==> src/usiBusPkg.sv <==
// Usi register bus types shared by master and slaves
// Address map is fixed: block select in [15:12], register index in [3:0]
`default_nettype none

package usiBusPkg;

	// ------------------------------
	// Plain vector widths
	// ------------------------------
	typedef logic [31:0] usiData;
	typedef logic [15:0] usiAdrs;
	typedef logic [3:0]  usiBlockSel;
	typedef logic [3:0]  usiRegIdx;

	// One write on the bus, 48 bits
	typedef struct packed {
		usiAdrs adrs;
		usiData data;
	} usiWrReq;

	// Read return, valid for exactly one cycle
	typedef struct packed {
		usiData data;
		logic   valid;
	} usiRdRet;

	// Block select field, bits 11..4 are don't care
	function automatic usiBlockSel blockSel(input usiAdrs adrs);
		return adrs[15:12];
	endfunction

	// Register index within a block
	function automatic usiRegIdx regIdx(input usiAdrs adrs);
		return adrs[3:0];
	endfunction

endpackage

`default_nettype wire
==> src/mcbCmdPkg.sv <==
// Host command and response formats of the master block
// Address map constants for local registers and slave slots
`default_nettype none

package mcbCmdPkg;

	typedef enum logic {
		opWrite = 1'b0,
		opRead  = 1'b1
	} mcbOp;

	typedef enum logic {
		stOk        = 1'b0,
		stDecodeErr = 1'b1
	} mcbStatus;

	// Host command, 49 bits
	typedef struct packed {
		mcbOp             op;
		usiBusPkg::usiAdrs adrs;
		usiBusPkg::usiData data;
	} mcbCmd;

	// Response, data is zero unless a good read
	typedef struct packed {
		mcbStatus          status;
		usiBusPkg::usiData data;
	} mcbRsp;

	// Block select map
	localparam usiBusPkg::usiBlockSel blkLocal  = 4'd0;
	localparam usiBusPkg::usiBlockSel blkSlave0 = 4'd1;
	localparam usiBusPkg::usiBlockSel blkSlave1 = 4'd2;

	// Local register indices
	localparam usiBusPkg::usiRegIdx regScratch = 4'd0;
	localparam usiBusPkg::usiRegIdx regWrCount = 4'd1;

endpackage

`default_nettype wire

==> src/usiSubsystem.sv <==
// Top level, master block with a fast and a slow register slave
// Host starts with pHostCredits command credits
`default_nettype none

module usiSubsystem #(
	parameter int pHostCredits  = 2,
	parameter int pSlaveCredits = 2,
	parameter int pDrainDelay0  = 1,
	parameter int pDrainDelay1  = 3
) (
	input  wire logic             sysClk,
	input  wire logic             rst,
	input  wire mcbCmdPkg::mcbCmd cmd,
	input  wire logic             cmdValid,
	output logic                  cmdCredit,
	output mcbCmdPkg::mcbRsp      rsp,
	output logic                  rspValid
);

	usiBusPkg::usiWrReq wrReq0;
	usiBusPkg::usiWrReq wrReq1;
	logic               wrValid0;
	logic               wrValid1;
	logic               wrCredit0;
	logic               wrCredit1;
	logic               rdValid0;
	logic               rdValid1;
	usiBusPkg::usiRdRet rdRet0;
	usiBusPkg::usiRdRet rdRet1;
	usiBusPkg::usiAdrs  rdAdrs;

	microControllerBlock #(
		.pHostCredits  (pHostCredits),
		.pSlaveCredits (pSlaveCredits)
	) master (
		.sysClk    (sysClk),
		.rst       (rst),
		.cmd       (cmd),
		.cmdValid  (cmdValid),
		.cmdCredit (cmdCredit),
		.rsp       (rsp),
		.rspValid  (rspValid),
		.wrReq0    (wrReq0),
		.wrValid0  (wrValid0),
		.wrCredit0 (wrCredit0),
		.rdValid0  (rdValid0),
		.rdRet0    (rdRet0),
		.wrReq1    (wrReq1),
		.wrValid1  (wrValid1),
		.wrCredit1 (wrCredit1),
		.rdValid1  (rdValid1),
		.rdRet1    (rdRet1),
		.rdAdrs    (rdAdrs)
	);

	// Block select 1, fast drain
	usiSlaveRegs #(
		.pSlaveCredits (pSlaveCredits),
		.pDrainDelay   (pDrainDelay0)
	) slave0 (
		.sysClk   (sysClk),
		.rst      (rst),
		.wrReq    (wrReq0),
		.wrValid  (wrValid0),
		.wrCredit (wrCredit0),
		.rdAdrs   (rdAdrs),
		.rdValid  (rdValid0),
		.rdRet    (rdRet0)
	);

	// Block select 2, slow drain
	usiSlaveRegs #(
		.pSlaveCredits (pSlaveCredits),
		.pDrainDelay   (pDrainDelay1)
	) slave1 (
		.sysClk   (sysClk),
		.rst      (rst),
		.wrReq    (wrReq1),
		.wrValid  (wrValid1),
		.wrCredit (wrCredit1),
		.rdAdrs   (rdAdrs),
		.rdValid  (rdValid1),
		.rdRet    (rdRet1)
	);

endmodule

`default_nettype wire

==> src/microControllerBlock.sv <==
// Master side of the Usi bus, two slave slots
`default_nettype none

module microControllerBlock #(
	parameter int pHostCredits  = 2,
	parameter int pSlaveCredits = 2
) (
	input  wire logic               sysClk,
	input  wire logic               rst,
	// Host side
	input  wire mcbCmdPkg::mcbCmd   cmd,
	input  wire logic               cmdValid,
	output logic                    cmdCredit,
	output mcbCmdPkg::mcbRsp        rsp,
	output logic                    rspValid,
	// Slave 0
	output usiBusPkg::usiWrReq      wrReq0,
	output logic                    wrValid0,
	input  wire logic               wrCredit0,
	output logic                    rdValid0,
	input  wire usiBusPkg::usiRdRet rdRet0,
	// Slave 1
	output usiBusPkg::usiWrReq      wrReq1,
	output logic                    wrValid1,
	input  wire logic               wrCredit1,
	output logic                    rdValid1,
	input  wire usiBusPkg::usiRdRet rdRet1,
	// Read address, common to both slots
	output usiBusPkg::usiAdrs       rdAdrs
);

	mcbCmdPkg::mcbCmd req;
	logic             reqValid;
	logic             done;
	mcbCmdPkg::mcbRsp doneRsp;

	// ------------------------------
	// Sequencer
	// ------------------------------
	microControllerUnit #(
		.pHostCredits (pHostCredits)
	) unit (
		.sysClk    (sysClk),
		.rst       (rst),
		.cmd       (cmd),
		.cmdValid  (cmdValid),
		.cmdCredit (cmdCredit),
		.rsp       (rsp),
		.rspValid  (rspValid),
		.req       (req),
		.reqValid  (reqValid),
		.done      (done),
		.doneRsp   (doneRsp)
	);

	// ------------------------------
	// CSR and bus master
	// ------------------------------
	microControllerCsr #(
		.pSlaveCredits (pSlaveCredits)
	) csr (
		.sysClk    (sysClk),
		.rst       (rst),
		.req       (req),
		.reqValid  (reqValid),
		.done      (done),
		.doneRsp   (doneRsp),
		.wrReq0    (wrReq0),
		.wrReq1    (wrReq1),
		.wrValid0  (wrValid0),
		.wrValid1  (wrValid1),
		.wrCredit0 (wrCredit0),
		.wrCredit1 (wrCredit1),
		.rdAdrs    (rdAdrs),
		.rdValid0  (rdValid0),
		.rdValid1  (rdValid1),
		.rdRet0    (rdRet0),
		.rdRet1    (rdRet1)
	);

endmodule

`default_nettype wire

==> src/usiSlaveRegs.sv <==
// Sixteen register slave, writes drain at one per pDrainDelay cycles
// Sender must hold a credit per write, reads wait for an empty queue
`default_nettype none

module usiSlaveRegs #(
	parameter int pSlaveCredits = 2,
	parameter int pDrainDelay   = 1
) (
	input  wire logic               sysClk,
	input  wire logic               rst,
	input  wire usiBusPkg::usiWrReq wrReq,
	input  wire logic               wrValid,
	output logic                    wrCredit,
	input  wire usiBusPkg::usiAdrs  rdAdrs,
	input  wire logic               rdValid,
	output usiBusPkg::usiRdRet      rdRet
);

	localparam int cPtrW = (pSlaveCredits > 1) ? $clog2(pSlaveCredits) : 1;
	localparam int cCntW = $clog2(pSlaveCredits + 1);
	localparam int cDlyW = (pDrainDelay > 1) ? $clog2(pDrainDelay) : 1;

	usiBusPkg::usiWrReq  fifoMem [pSlaveCredits];
	usiBusPkg::usiData   regFile [16];
	usiBusPkg::usiWrReq  head;
	logic [cPtrW-1:0]    wrPtr;
	logic [cPtrW-1:0]    rdPtr;
	logic [cCntW-1:0]    fifoCnt;
	logic [cDlyW-1:0]    drainCnt;
	logic                pop;
	logic                wantRd;
	logic                rdGo;
	logic                rdPend;
	logic                rdOut;
	usiBusPkg::usiRegIdx pendIdx;
	usiBusPkg::usiRegIdx curIdx;
	usiBusPkg::usiData   rdData;

	function automatic logic [cPtrW-1:0] nextPtr(input logic [cPtrW-1:0] ptr);
		return (ptr == cPtrW'(pSlaveCredits - 1)) ? '0 : ptr + 1'b1;
	endfunction

	// ------------------------------
	// Write queue and drain pacing
	// ------------------------------
	assign head     = fifoMem[rdPtr];
	assign pop      = (fifoCnt != '0) && (drainCnt == cDlyW'(pDrainDelay - 1));
	assign wrCredit = pop;

	always_ff @(posedge sysClk) begin
		if (wrValid) begin
			fifoMem[wrPtr] <= wrReq;
		end
	end

	always_ff @(posedge sysClk) begin
		if (rst) begin
			wrPtr    <= '0;
			rdPtr    <= '0;
			fifoCnt  <= '0;
			drainCnt <= '0;
			for (int i = 0; i < 16; i++) begin
				regFile[i] <= '0;
			end
		end else begin
			if (wrValid) begin
				wrPtr <= nextPtr(wrPtr);
			end
			// Pace counter restarts at every pop and while empty
			if (pop || fifoCnt == '0) begin
				drainCnt <= '0;
			end else begin
				drainCnt <= drainCnt + 1'b1;
			end
			if (pop) begin
				rdPtr                                   <= nextPtr(rdPtr);
				regFile[usiBusPkg::regIdx(head.adrs)] <= head.data;
			end
			if (wrValid && !pop) begin
				fifoCnt <= fifoCnt + 1'b1;
			end else if (!wrValid && pop) begin
				fifoCnt <= fifoCnt - 1'b1;
			end
		end
	end

	// ------------------------------
	// Read path
	// ------------------------------
	// A read waits until every queued write has landed
	assign wantRd = rdValid | rdPend;
	assign curIdx = rdValid ? usiBusPkg::regIdx(rdAdrs) : pendIdx;
	assign rdGo   = wantRd && (fifoCnt == '0);

	always_ff @(posedge sysClk) begin
		if (rst) begin
			rdPend <= 1'b0;
			rdOut  <= 1'b0;
		end else begin
			rdPend <= wantRd && !rdGo;
			rdOut  <= rdGo;
		end
	end

	always_ff @(posedge sysClk) begin
		pendIdx <= curIdx;
		if (rdGo) begin
			rdData <= regFile[curIdx];
		end
	end

	assign rdRet.data  = rdData;
	assign rdRet.valid = rdOut;

endmodule

`default_nettype wire

==> src/microControllerCsr.sv <==
// Local registers, block decode and slave access for the master block
// Accepts one request at a time, the next reqValid only after done
`default_nettype none

module microControllerCsr #(
	parameter int pSlaveCredits = 2
) (
	input  wire logic               sysClk,
	input  wire logic               rst,
	input  wire mcbCmdPkg::mcbCmd   req,
	input  wire logic               reqValid,
	output logic                    done,
	output mcbCmdPkg::mcbRsp        doneRsp,
	output usiBusPkg::usiWrReq      wrReq0,
	output usiBusPkg::usiWrReq      wrReq1,
	output logic                    wrValid0,
	output logic                    wrValid1,
	input  wire logic               wrCredit0,
	input  wire logic               wrCredit1,
	output usiBusPkg::usiAdrs       rdAdrs,
	output logic                    rdValid0,
	output logic                    rdValid1,
	input  wire usiBusPkg::usiRdRet rdRet0,
	input  wire usiBusPkg::usiRdRet rdRet1
);

	localparam int cCntW = $clog2(pSlaveCredits + 1);

	typedef enum logic [1:0] {
		idle,
		wrStall,
		rdWait
	} csrState;

	csrState              state;
	mcbCmdPkg::mcbCmd     cur;
	mcbCmdPkg::mcbCmd     actCmd;
	usiBusPkg::usiBlockSel actBlk;
	usiBusPkg::usiRegIdx  actIdx;
	logic                 isSlave;
	logic                 slvSel;
	logic                 start;
	logic                 sendWr;
	logic [cCntW-1:0]     creditCnt [2];
	logic [1:0]           wrCreditVec;
	logic [1:0]           wrValidQ;
	logic [1:0]           rdValidQ;
	usiBusPkg::usiWrReq   wrReqQ;
	usiBusPkg::usiData    scratch;
	usiBusPkg::usiData    wrCount;
	usiBusPkg::usiData    localRd;
	logic                 retValid;
	usiBusPkg::usiData    retData;

	// ------------------------------
	// Decode
	// ------------------------------
	// In idle the incoming request is decoded directly
	assign actCmd  = (state == idle) ? req : cur;
	assign actBlk  = usiBusPkg::blockSel(actCmd.adrs);
	assign actIdx  = usiBusPkg::regIdx(actCmd.adrs);
	assign isSlave = (actBlk == mcbCmdPkg::blkSlave0) || (actBlk == mcbCmdPkg::blkSlave1);
	assign slvSel  = (actBlk == mcbCmdPkg::blkSlave1);
	assign start   = (state == idle) && reqValid;
	// Write goes out as soon as the target slave has a credit
	assign sendWr  = (start || state == wrStall) && isSlave &&
		(actCmd.op == mcbCmdPkg::opWrite) && (creditCnt[slvSel] != '0);

	// Local read mux, unknown indices read zero
	always_comb begin
		localRd = '0;
		if (actCmd.op == mcbCmdPkg::opRead) begin
			if (actIdx == mcbCmdPkg::regScratch) begin
				localRd = scratch;
			end else if (actIdx == mcbCmdPkg::regWrCount) begin
				localRd = wrCount;
			end
		end
	end

	// Return merge, only the addressed slave answers
	assign retValid = rdRet0.valid | rdRet1.valid;
	assign retData  = rdRet1.valid ? rdRet1.data : rdRet0.data;

	// ------------------------------
	// Per-slave write credits
	// ------------------------------
	assign wrCreditVec = {wrCredit1, wrCredit0};

	for (genvar i = 0; i < 2; i++) begin : gCredit
		always_ff @(posedge sysClk) begin
			if (rst) begin
				creditCnt[i] <= cCntW'(pSlaveCredits);
			end else if (wrCreditVec[i] && !(sendWr && slvSel == 1'(i))) begin
				creditCnt[i] <= creditCnt[i] + 1'b1;
			end else if (!wrCreditVec[i] && sendWr && slvSel == 1'(i)) begin
				creditCnt[i] <= creditCnt[i] - 1'b1;
			end
		end
	end

	// ------------------------------
	// Control FSM
	// ------------------------------
	always_ff @(posedge sysClk) begin
		if (rst) begin
			state    <= idle;
			done     <= 1'b0;
			wrValidQ <= '0;
			rdValidQ <= '0;
			scratch  <= '0;
			wrCount  <= '0;
		end else begin
			done     <= 1'b0;
			wrValidQ <= '0;
			rdValidQ <= '0;
			// Slave write and its done share one cycle
			if (sendWr) begin
				wrValidQ[slvSel] <= 1'b1;
				wrCount          <= wrCount + 1'b1;
				done             <= 1'b1;
			end
			case (state)
				idle: begin
					if (reqValid) begin
						if (actBlk == mcbCmdPkg::blkLocal) begin
							done <= 1'b1;
							// Write count is read only
							if (actCmd.op == mcbCmdPkg::opWrite &&
								actIdx == mcbCmdPkg::regScratch) begin
								scratch <= actCmd.data;
							end
						end else if (isSlave) begin
							if (actCmd.op == mcbCmdPkg::opRead) begin
								rdValidQ[slvSel] <= 1'b1;
								state            <= rdWait;
							end else if (!sendWr) begin
								state <= wrStall;
							end
						end else begin
							// Decode error, nothing forwarded
							done <= 1'b1;
						end
					end
				end
				wrStall: begin
					if (sendWr) begin
						state <= idle;
					end
				end
				rdWait: begin
					if (retValid) begin
						done  <= 1'b1;
						state <= idle;
					end
				end
				default: state <= idle;
			endcase
		end
	end

	// Payload registers
	always_ff @(posedge sysClk) begin
		if (start) begin
			cur    <= req;
			rdAdrs <= req.adrs;
		end
		if (sendWr) begin
			wrReqQ  <= '{adrs: actCmd.adrs, data: actCmd.data};
			doneRsp <= '{status: mcbCmdPkg::stOk, data: '0};
		end else if (start && actBlk == mcbCmdPkg::blkLocal) begin
			doneRsp <= '{status: mcbCmdPkg::stOk, data: localRd};
		end else if (start && !isSlave) begin
			doneRsp <= '{status: mcbCmdPkg::stDecodeErr, data: '0};
		end else if (state == rdWait && retValid) begin
			doneRsp <= '{status: mcbCmdPkg::stOk, data: retData};
		end
	end

	// Shared write payload, per-slave strobes
	assign wrReq0   = wrReqQ;
	assign wrReq1   = wrReqQ;
	assign wrValid0 = wrValidQ[0];
	assign wrValid1 = wrValidQ[1];
	assign rdValid0 = rdValidQ[0];
	assign rdValid1 = rdValidQ[1];

endmodule

`default_nettype wire

==> src/microControllerUnit.sv <==
// Command sequencer, one bus operation in flight at a time
// Host must respect credits, queue overflow is not detected here
`default_nettype none

module microControllerUnit #(
	parameter int pHostCredits = 2
) (
	input  wire logic              sysClk,
	input  wire logic              rst,
	input  wire mcbCmdPkg::mcbCmd  cmd,
	input  wire logic              cmdValid,
	output logic                   cmdCredit,
	output mcbCmdPkg::mcbRsp       rsp,
	output logic                   rspValid,
	output mcbCmdPkg::mcbCmd       req,
	output logic                   reqValid,
	input  wire logic              done,
	input  wire mcbCmdPkg::mcbRsp  doneRsp
);

	localparam int cPtrW = (pHostCredits > 1) ? $clog2(pHostCredits) : 1;
	localparam int cCntW = $clog2(pHostCredits + 1);

	// waitDone stands for the wait state
	typedef enum logic [1:0] {
		idle,
		issue,
		waitDone
	} unitState;

	unitState         state;
	mcbCmdPkg::mcbCmd fifoMem [pHostCredits];
	logic [cPtrW-1:0] wrPtr;
	logic [cPtrW-1:0] rdPtr;
	logic [cCntW-1:0] fifoCnt;
	logic             pop;

	// Wrap at queue depth, depth need not be a power of two
	function automatic logic [cPtrW-1:0] nextPtr(input logic [cPtrW-1:0] ptr);
		return (ptr == cPtrW'(pHostCredits - 1)) ? '0 : ptr + 1'b1;
	endfunction

	// ------------------------------
	// Command queue
	// ------------------------------
	// Pop only when idle and the previous response has gone out
	assign pop       = (state == idle) && (fifoCnt != '0) && !rspValid;
	// Credit goes back with every pop
	assign cmdCredit = pop;

	always_ff @(posedge sysClk) begin
		if (cmdValid) begin
			fifoMem[wrPtr] <= cmd;
		end
	end

	always_ff @(posedge sysClk) begin
		if (rst) begin
			wrPtr   <= '0;
			rdPtr   <= '0;
			fifoCnt <= '0;
		end else begin
			if (cmdValid) begin
				wrPtr <= nextPtr(wrPtr);
			end
			if (pop) begin
				rdPtr <= nextPtr(rdPtr);
			end
			if (cmdValid && !pop) begin
				fifoCnt <= fifoCnt + 1'b1;
			end else if (!cmdValid && pop) begin
				fifoCnt <= fifoCnt - 1'b1;
			end
		end
	end

	// ------------------------------
	// Sequencer
	// ------------------------------
	assign reqValid = (state == issue);

	always_ff @(posedge sysClk) begin
		if (rst) begin
			state    <= idle;
			rspValid <= 1'b0;
		end else begin
			rspValid <= 1'b0;
			case (state)
				idle: begin
					if (pop) begin
						state <= issue;
					end
				end
				// Request is held for exactly one cycle
				issue: state <= waitDone;
				waitDone: begin
					if (done) begin
						rspValid <= 1'b1;
						state    <= idle;
					end
				end
				default: state <= idle;
			endcase
		end
	end

	// Payload capture
	always_ff @(posedge sysClk) begin
		if (pop) begin
			req <= fifoMem[rdPtr];
		end
		if (state == waitDone && done) begin
			rsp <= doneRsp;
		end
	end

endmodule

`default_nettype wire

==> config.mk <==
export PLATFORM = sky130hd
export DESIGN_NAME = usiSubsystem
export DESIGN_NICKNAME = d
export VERILOG_FILES = /design/src/usiBusPkg.sv /design/src/mcbCmdPkg.sv /design/src/usiSubsystem.sv /design/src/microControllerBlock.sv /design/src/usiSlaveRegs.sv /design/src/microControllerCsr.sv /design/src/microControllerUnit.sv
export SDC_FILE = /design/constraint.sdc
export NUM_CORES = 2
export LEC_CHECK = 0
export ABC_AREA = 1
export BUFFER_PORTS_ARGS = -buffer_cell sky130_fd_sc_hd__buf_2
export CORE_MARGIN = 3
export CORE_UTILIZATION = 50
export CTS_BUF_LIST = sky130_fd_sc_hd__clkbuf_4 sky130_fd_sc_hd__clkbuf_8
export DETAILED_ROUTE_END_ITERATION = 10
export GPL_TIMING_DRIVEN = 0
export PLACE_DENSITY = 0.63
export SLEW_MARGIN = 25
export SYNTH_ARGS = -nofsm -noshare
export SYNTH_HDL_FRONTEND = slang
export SYNTH_SLANG_ARGS = --single-unit
==> constraint.sdc <==
create_clock -name sysClk -period 6.6 [get_ports sysClk]
set_clock_uncertainty 0.2 [all_clocks]
set_input_delay 0.33 -clock sysClk [delete_from_list [all_inputs] [get_ports sysClk]]
set_output_delay 0.33 -clock sysClk [all_outputs]
set_load 0.02 [all_outputs]
; Word-level counts from Yosys, hierarchy flattened
; Memories as Yosys holds them, arrays and structs flattened. A register that Yosys moved wholly into a read port is not among the register bits.
; Cells that the tools add are included.
[word_totals]
register_bits = 264
ram_bits = 1318
in_bits = 52
out_inout_bits = 35
mem_count = 6
[classes]
addsub = 19
n_lt_le_gt_ge = 2
eq_ne = 16
mux = 84
bitwise_logic = 15
reduce_logical = 74
[mem_list]
columns = name, depth, width, read_ports, rd_clocked_by_memory_dff, wr, line
row1 = slave0.regFile, 16, 32, 1, 1, 16, usiSlaveRegs.sv:24  ; usiBusPkg::usiData regFile [16];
row2 = slave1.regFile, 16, 32, 1, 1, 16, usiSlaveRegs.sv:24
row3 = master.unit.fifoMem, 2, 49, 1, 1, 1, microControllerUnit.sv:32  ; mcbCmdPkg::mcbCmd fifoMem [pHostCredits];
row4 = slave0.fifoMem, 2, 48, 1, 1, 1, usiSlaveRegs.sv:23  ; usiBusPkg::usiWrReq fifoMem [pSlaveCredits];
row5 = slave1.fifoMem, 2, 48, 1, 1, 1, usiSlaveRegs.sv:23
row6 = master.csr.creditCnt, 2, 2, 3, 0, 2, microControllerCsr.sv:44  ; logic [cCntW-1:0] creditCnt [2];
[op_table]
columns = op, n
row1 = $mux W32, 7
row2 = $mux W33, 2
row3 = $reduce_or A32 Y1, 2
row4 = $mux W49, 1
row5 = $mux W1, 47
row6 = $mux W2, 19
row7 = $add A32 B1 Y32 const B, 1
row8 = $logic_and A1 B1 Y1, 32
row9 = $mux W4, 4
row10 = $reduce_bool A2 Y1, 8
row11 = $ne A2 B2 Y1 const B, 7
row12 = $add A2 B1 Y2 const B, 6
row13 = $logic_not A1 Y1, 12
row14 = $pmux W2 S3, 2
row15 = $reduce_or A2 Y1, 5
row16 = $sub A2 B1 Y2 const B, 5
row17 = $eq A4 B1 Y1 const B, 2
row18 = $logic_not A2 Y1, 4
row19 = $logic_not A4 Y1, 2
row20 = $not A1 Y1, 8
row21 = $add A1 B1 Y1 const B, 7
row22 = $or A1 B1 Y1, 7
row23 = $eq A2 B2 Y1 const B, 3
row24 = $reduce_and A6 Y1, 1
row25 = 12 further kinds, 16

; Longest topological paths before layout
[logic_depth]
depth_word = 15
mapped_depth = 14
mapped_depth_nobuf = 14

; Hierarchy
; A second synthesis with hierarchy kept.
[hier_totals]
cells_unflattened = 7398
area_unflattened_um2 = 73957.2
[by_module_without_submodules]
columns = mod, n_inst, cells_per_inst, area_each_um2
row1 = usiSlaveRegs (slave0), 1, 2931, 28881.4
row2 = usiSlaveRegs (slave1), 1, 2938, 28853.9
row3 = microControllerCsr, 1, 1142, 9855.7
row4 = microControllerUnit, 1, 387, 6366.1

; Worst setup path after synthesis
; No wires, ideal clock.
[synth_path]
kind = register to register
from = register master.unit.rspValid
to = register master.unit.fifoCnt[1]
setup_ns = 0.122
t_arrival_ns = 6.299
required_time_ns = 6.278
path_slack_ns = -0.021
path_stages_with_launch = 8
path_buffers = 0
cell_sequence = dfxtp_1 nor4_1 inv_1 ha_1 a21oi_1 o21ai_0 o21ai_0 a21oi_1
[synth_via]
elab_chain_len = 5
word_cells_on_any_way = 7
classes_between = mux (1) / reduce/logical (6)
[synth_rtl]
columns = element, line
row1 = "start, declared", microControllerUnit.sv:14  ; output logic rspValid,
row2 = "start signal, assigned", microControllerUnit.sv:85  ; rspValid <= 1'b0;
row3 = "start signal, assigned", microControllerUnit.sv:87  ; rspValid <= 1'b0;
row4 = "start signal, assigned", microControllerUnit.sv:98  ; rspValid <= 1'b1;
row5 = $logic_not A1 Y1 (*), microControllerUnit.sv:47  ; assign pop = (state == idle) && (fifoCnt != '0) && !rspValid;
row6 = $logic_and A1 B1 Y1 (*), microControllerUnit.sv:47
row7 = named net cmdCredit, usiSubsystem.sv:15  ; output logic cmdCredit,
row8 = $logic_not A1 Y1, microControllerUnit.sv:69  ; if (cmdValid && !pop) begin
row9 = $logic_and A1 B1 Y1, microControllerUnit.sv:69
row10 = $mux W2 or $reduce_bool A2 Y1 (tied branches), --
row11 = "end signal, assigned", microControllerUnit.sv:70  ; fifoCnt <= fifoCnt + 1'b1;
row12 = "end signal, assigned", microControllerUnit.sv:72  ; fifoCnt <= fifoCnt - 1'b1;
row13 = "end, declared", microControllerUnit.sv:35  ; logic [cCntW-1:0] fifoCnt;
; The timed path passes the listed nets; every way through them passes the cells marked *.
; A chain may end at the register's enable or synchronous reset.

==> results.md <==
- Final Worst Setup Slack: 2420 ps
- Pwr Density: 390 nW/um^2
- Comb power frac: 0.293
- CP max stage cell: nand2_2
- Dpl ws: 2640 ps
- Rel. slew slack: 0.171
- RSZ-0062 raised after global routing: no
- GR Overflow Total: 0
- Fraction of registers with async set/reset: 0
- Crit-path cells: nor2_1, nor2_2, inv_1, nor2_2, inv_1, nor3_2, nand2_1, clkbuf_1, nand2_2, buf_16
- Vias: 50,700
- Fin. max-slew vios: 0
- Cells after Synth: 6,277
- Synthesized area per cell: 10.8 um^2
- Layout cell share with drive strength beyond 1: 0.109
- Maxcap violations: 0
- Setup bufs post-CTS: 0
- Most frequent cell after synthesis: edfxtp_1
- Worst skew pair latency: 1010 ps
- Buffer depth of the longest clock path: 4
- CTS buffer count: 287
- R2R depth: 10
- Post-CTS Hold Buffers: 86
- Most instantiated cells after synthesis: edfxtp_1, nor2_1, nand2_1, inv_1, a21oi_1
- Drt drc: 0
- TritonRoute pass-1 iters: 8
- Htree depth: 5
- Hold Path Class: input pin to register
- Power Total: 30.3 mW
- Post-CTS Resized: 0
- Initial antenna violation count: 8
- Critical path startpoint category: register
- Gr usage total: 0.321
- Routed Antenna Nets: 0
- Commonest register cell after synthesis: edfxtp_1
- Critical setup path kind: register to register
- Crit path launch: slave0.fifoCnt[1]$_SDFFE_PP0P_
- Die Area: 140,000 um^2
- Final Cycle Share: 0.633
- P_leak: 29.3 nW
- Io pins: 87
- Number of synthesized flops with an enable pin: 1,469
- Sequential fraction of the synthesis area: 0.689
- Synthesized cell area: 68,000 um^2
- Final design area excluding fillers: 77,800 um^2
- Net switching power: 11.4 mW
- # nets final: 6,830
- IR drop worst, VDD: 0.000289 V
- Worst EP arrival: 4660 ps
- Iter 0 DRT Violations: 7,515
- Initial Util: 0.506
- Worst path max stage delay: 650 ps
- WL final: 229 mm
- Synth cell types: 44
- Syn-to-layout area delta: 14.5%
- Final Wtd Congestion: 0.974
- Synth area leaders: edfxtp_1, nor2_1, nand2_1
- Routed vias/inst: 5.80
- Switching share of power: 0.376
- Status: complete, no violations
- Core region area: 134,000 um^2
- R2r setup slk: 2420 ps
- Die Span Y: 375 um
- Reg power frac: 0.413
- CTS tree: built
- Leading area contributor after synthesis: edfxtp_1
- Syn_nets: 6,334
- Yosys reg bits: 1,605
- Detailed placement HPWL: 159 mm
- Max FO, Critical Path: 18
- Largest net degree at the start of global routing: 46
- IO buf count: 78
- Setup-failing EPs final: 0
- Post-route setup TNS: 0 ps
- Hold worst-path end: master.unit.fifoCnt[0]$_SDFFE_PP0P_
- Cell Int Power: 18.9 mW
- R2r startpoint: slave0.fifoCnt[1]$_SDFFE_PP0P_
- Post-route minimum period: 4180 ps
- Die width: 375 um
- Final count of hold timing violations: 0
- Critical Path Sink Type: register
- CTS root buf: clkbuf_8
- Worst min-delay path startpoint: cmdValid
- Synth warn: 0
- Hold depth: 4
- Row cnt: 134
- CTS Sinks: 1,605
- End of the worst register-to-register path: slave0.regFile[5][29]$_SDFFCE_PN0P_
- Global-route wire length before repair: 325 mm
- Placed Area: 71,600 um^2
- Wire per inst: 26.2 um
- Fillers: 11,200
- CTS clock-pin slew for the worst setup and hold paths: 60 ps
- Least-Margin Pin Slew: 1240 ps
- Vias in the first global route: 47,800
- F_max: 239 MHz
- Clock power frac: 0.294
- Share of the synthesized area in the top cell type: 0.649
- Critical path required time: 7080 ps
registers in the layout, indices dropped and copies added, names as in the netlist, 33 cells and up, named ones only:
signal               cells
slave0.fifoMem          72
master.csr.doneRsp      33
master.unit.rsp         33
slave1.fifoMem          72
master.unit.fifoMem     82
master.csr.cur          41
master.csr.wrReq0       36
slave0.regFile         512
master.unit.req         41
slave1.regFile         512
worst max-delay path by stage:
stage | endpoint | slack, ps | cells past startpoint
6_report | slave0.regFile[5][29]$_SDFFCE_PN0P_ | 2420 | 10
2_1_floorplan | master.unit.fifoCnt[1]$_SDFFE_PP0P_ | 2120 | 7
3_3_place_gp | master.unit.fifoCnt[1]$_SDFFE_PP0P_ | 1280 | 7
5_1_grt | slave0.regFile[5][29]$_SDFFCE_PN0P_ | 2250 | 10
3_5_place_dp | slave0.regFile[5][7]$_SDFFCE_PN0P_ | 2640 | 10
4_1_cts | slave0.regFile[5][29]$_SDFFCE_PN0P_ | 2580 | 10
cells by family (layout without fill, tap and decap cells):
logic type	count (synthesis)	count (layout)	synth area share
adder cells (fa/ha/maj)	5	5	0.000920
XOR/XNOR	19	19	0.00245
AO/OA/AOI/OAI	1209	1209	0.100
other	1	5	0.0000552
flip-flops	1605	1605	0.689
multiplexers	65	65	0.00959
AND/OR/NAND/NOR	2253	2253	0.133
buffers and inverters	1120	1810	0.0654
power groups by stage:
stage                     Combinational [mW]  Sequential, mW  Clock [mW]
final                                   8.89            12.5        8.91
after global routing                    9.21            12.6        9.42
after CTS                               8.53            12.5        8.93
after detailed placement                8.45            12.7           0
after global placement                  8.28            12.7           0
after floorplan                         4.37            12.5           0
layout make-up:
type,count,area (um^2),area share
clock inverters,88,430,0.00553
multi-input cells,3552,16900,0.217
inverters,669,2510,0.0323
diodes,4,10.0,0.000129
well taps,1768,2210,0.0284
repair buffers,207,2140,0.0275
flip-flops and latches,1605,46800,0.602
clock buffers,395,4870,0.0626
plain buffers,451,1950,0.0251
worst max-delay path: cells and delay by family, from the launching register on:
kind	cells	cell delay, ps
and+or+nand+nor	6	2250
buffers and inverters	4	1030
DFF	1	340
metal layers:
layer / global-route usage / vias up / wire, um
li1: - / 22400 / -
met1: 0.427 / 24300 / 85900
met2: 0.486 / 3290 / 102000
met3: 0.0934 / 616 / 29700
met4: 0.150 / 6 / 11600
met5: 0 / - / 40
metrics by stage:
stage | utilization | std cells | hold slack, ps
6_report | 0.579 | 8739 | 114
5_1_grt | 0.579 | 8736 | 118
4_1_cts | 0.579 | 8735 | 16.9
3_5_place_dp | 0.533 | 8166 | 209
3_3_place_gp | 0.526 | 8123 | 200
2_1_floorplan | - | 6277 | 192
cells in the final DEF, fill, tap and decap left out, drive strengths merged, types with 188 or more instances in the layout:
cell | Yosys | routed
a21oi | 440 | 440
buf | 147 | 265
clkbuf | 304 | 702
edfxtp | 1469 | 1469
inv | 669 | 670
nand2 | 828 | 828
nand3 | 259 | 259
nor2 | 1113 | 1113
o211ai | 188 | 188
o21ai | 473 | 473
No activity file was read; power rests on OpenSTA's default activity.
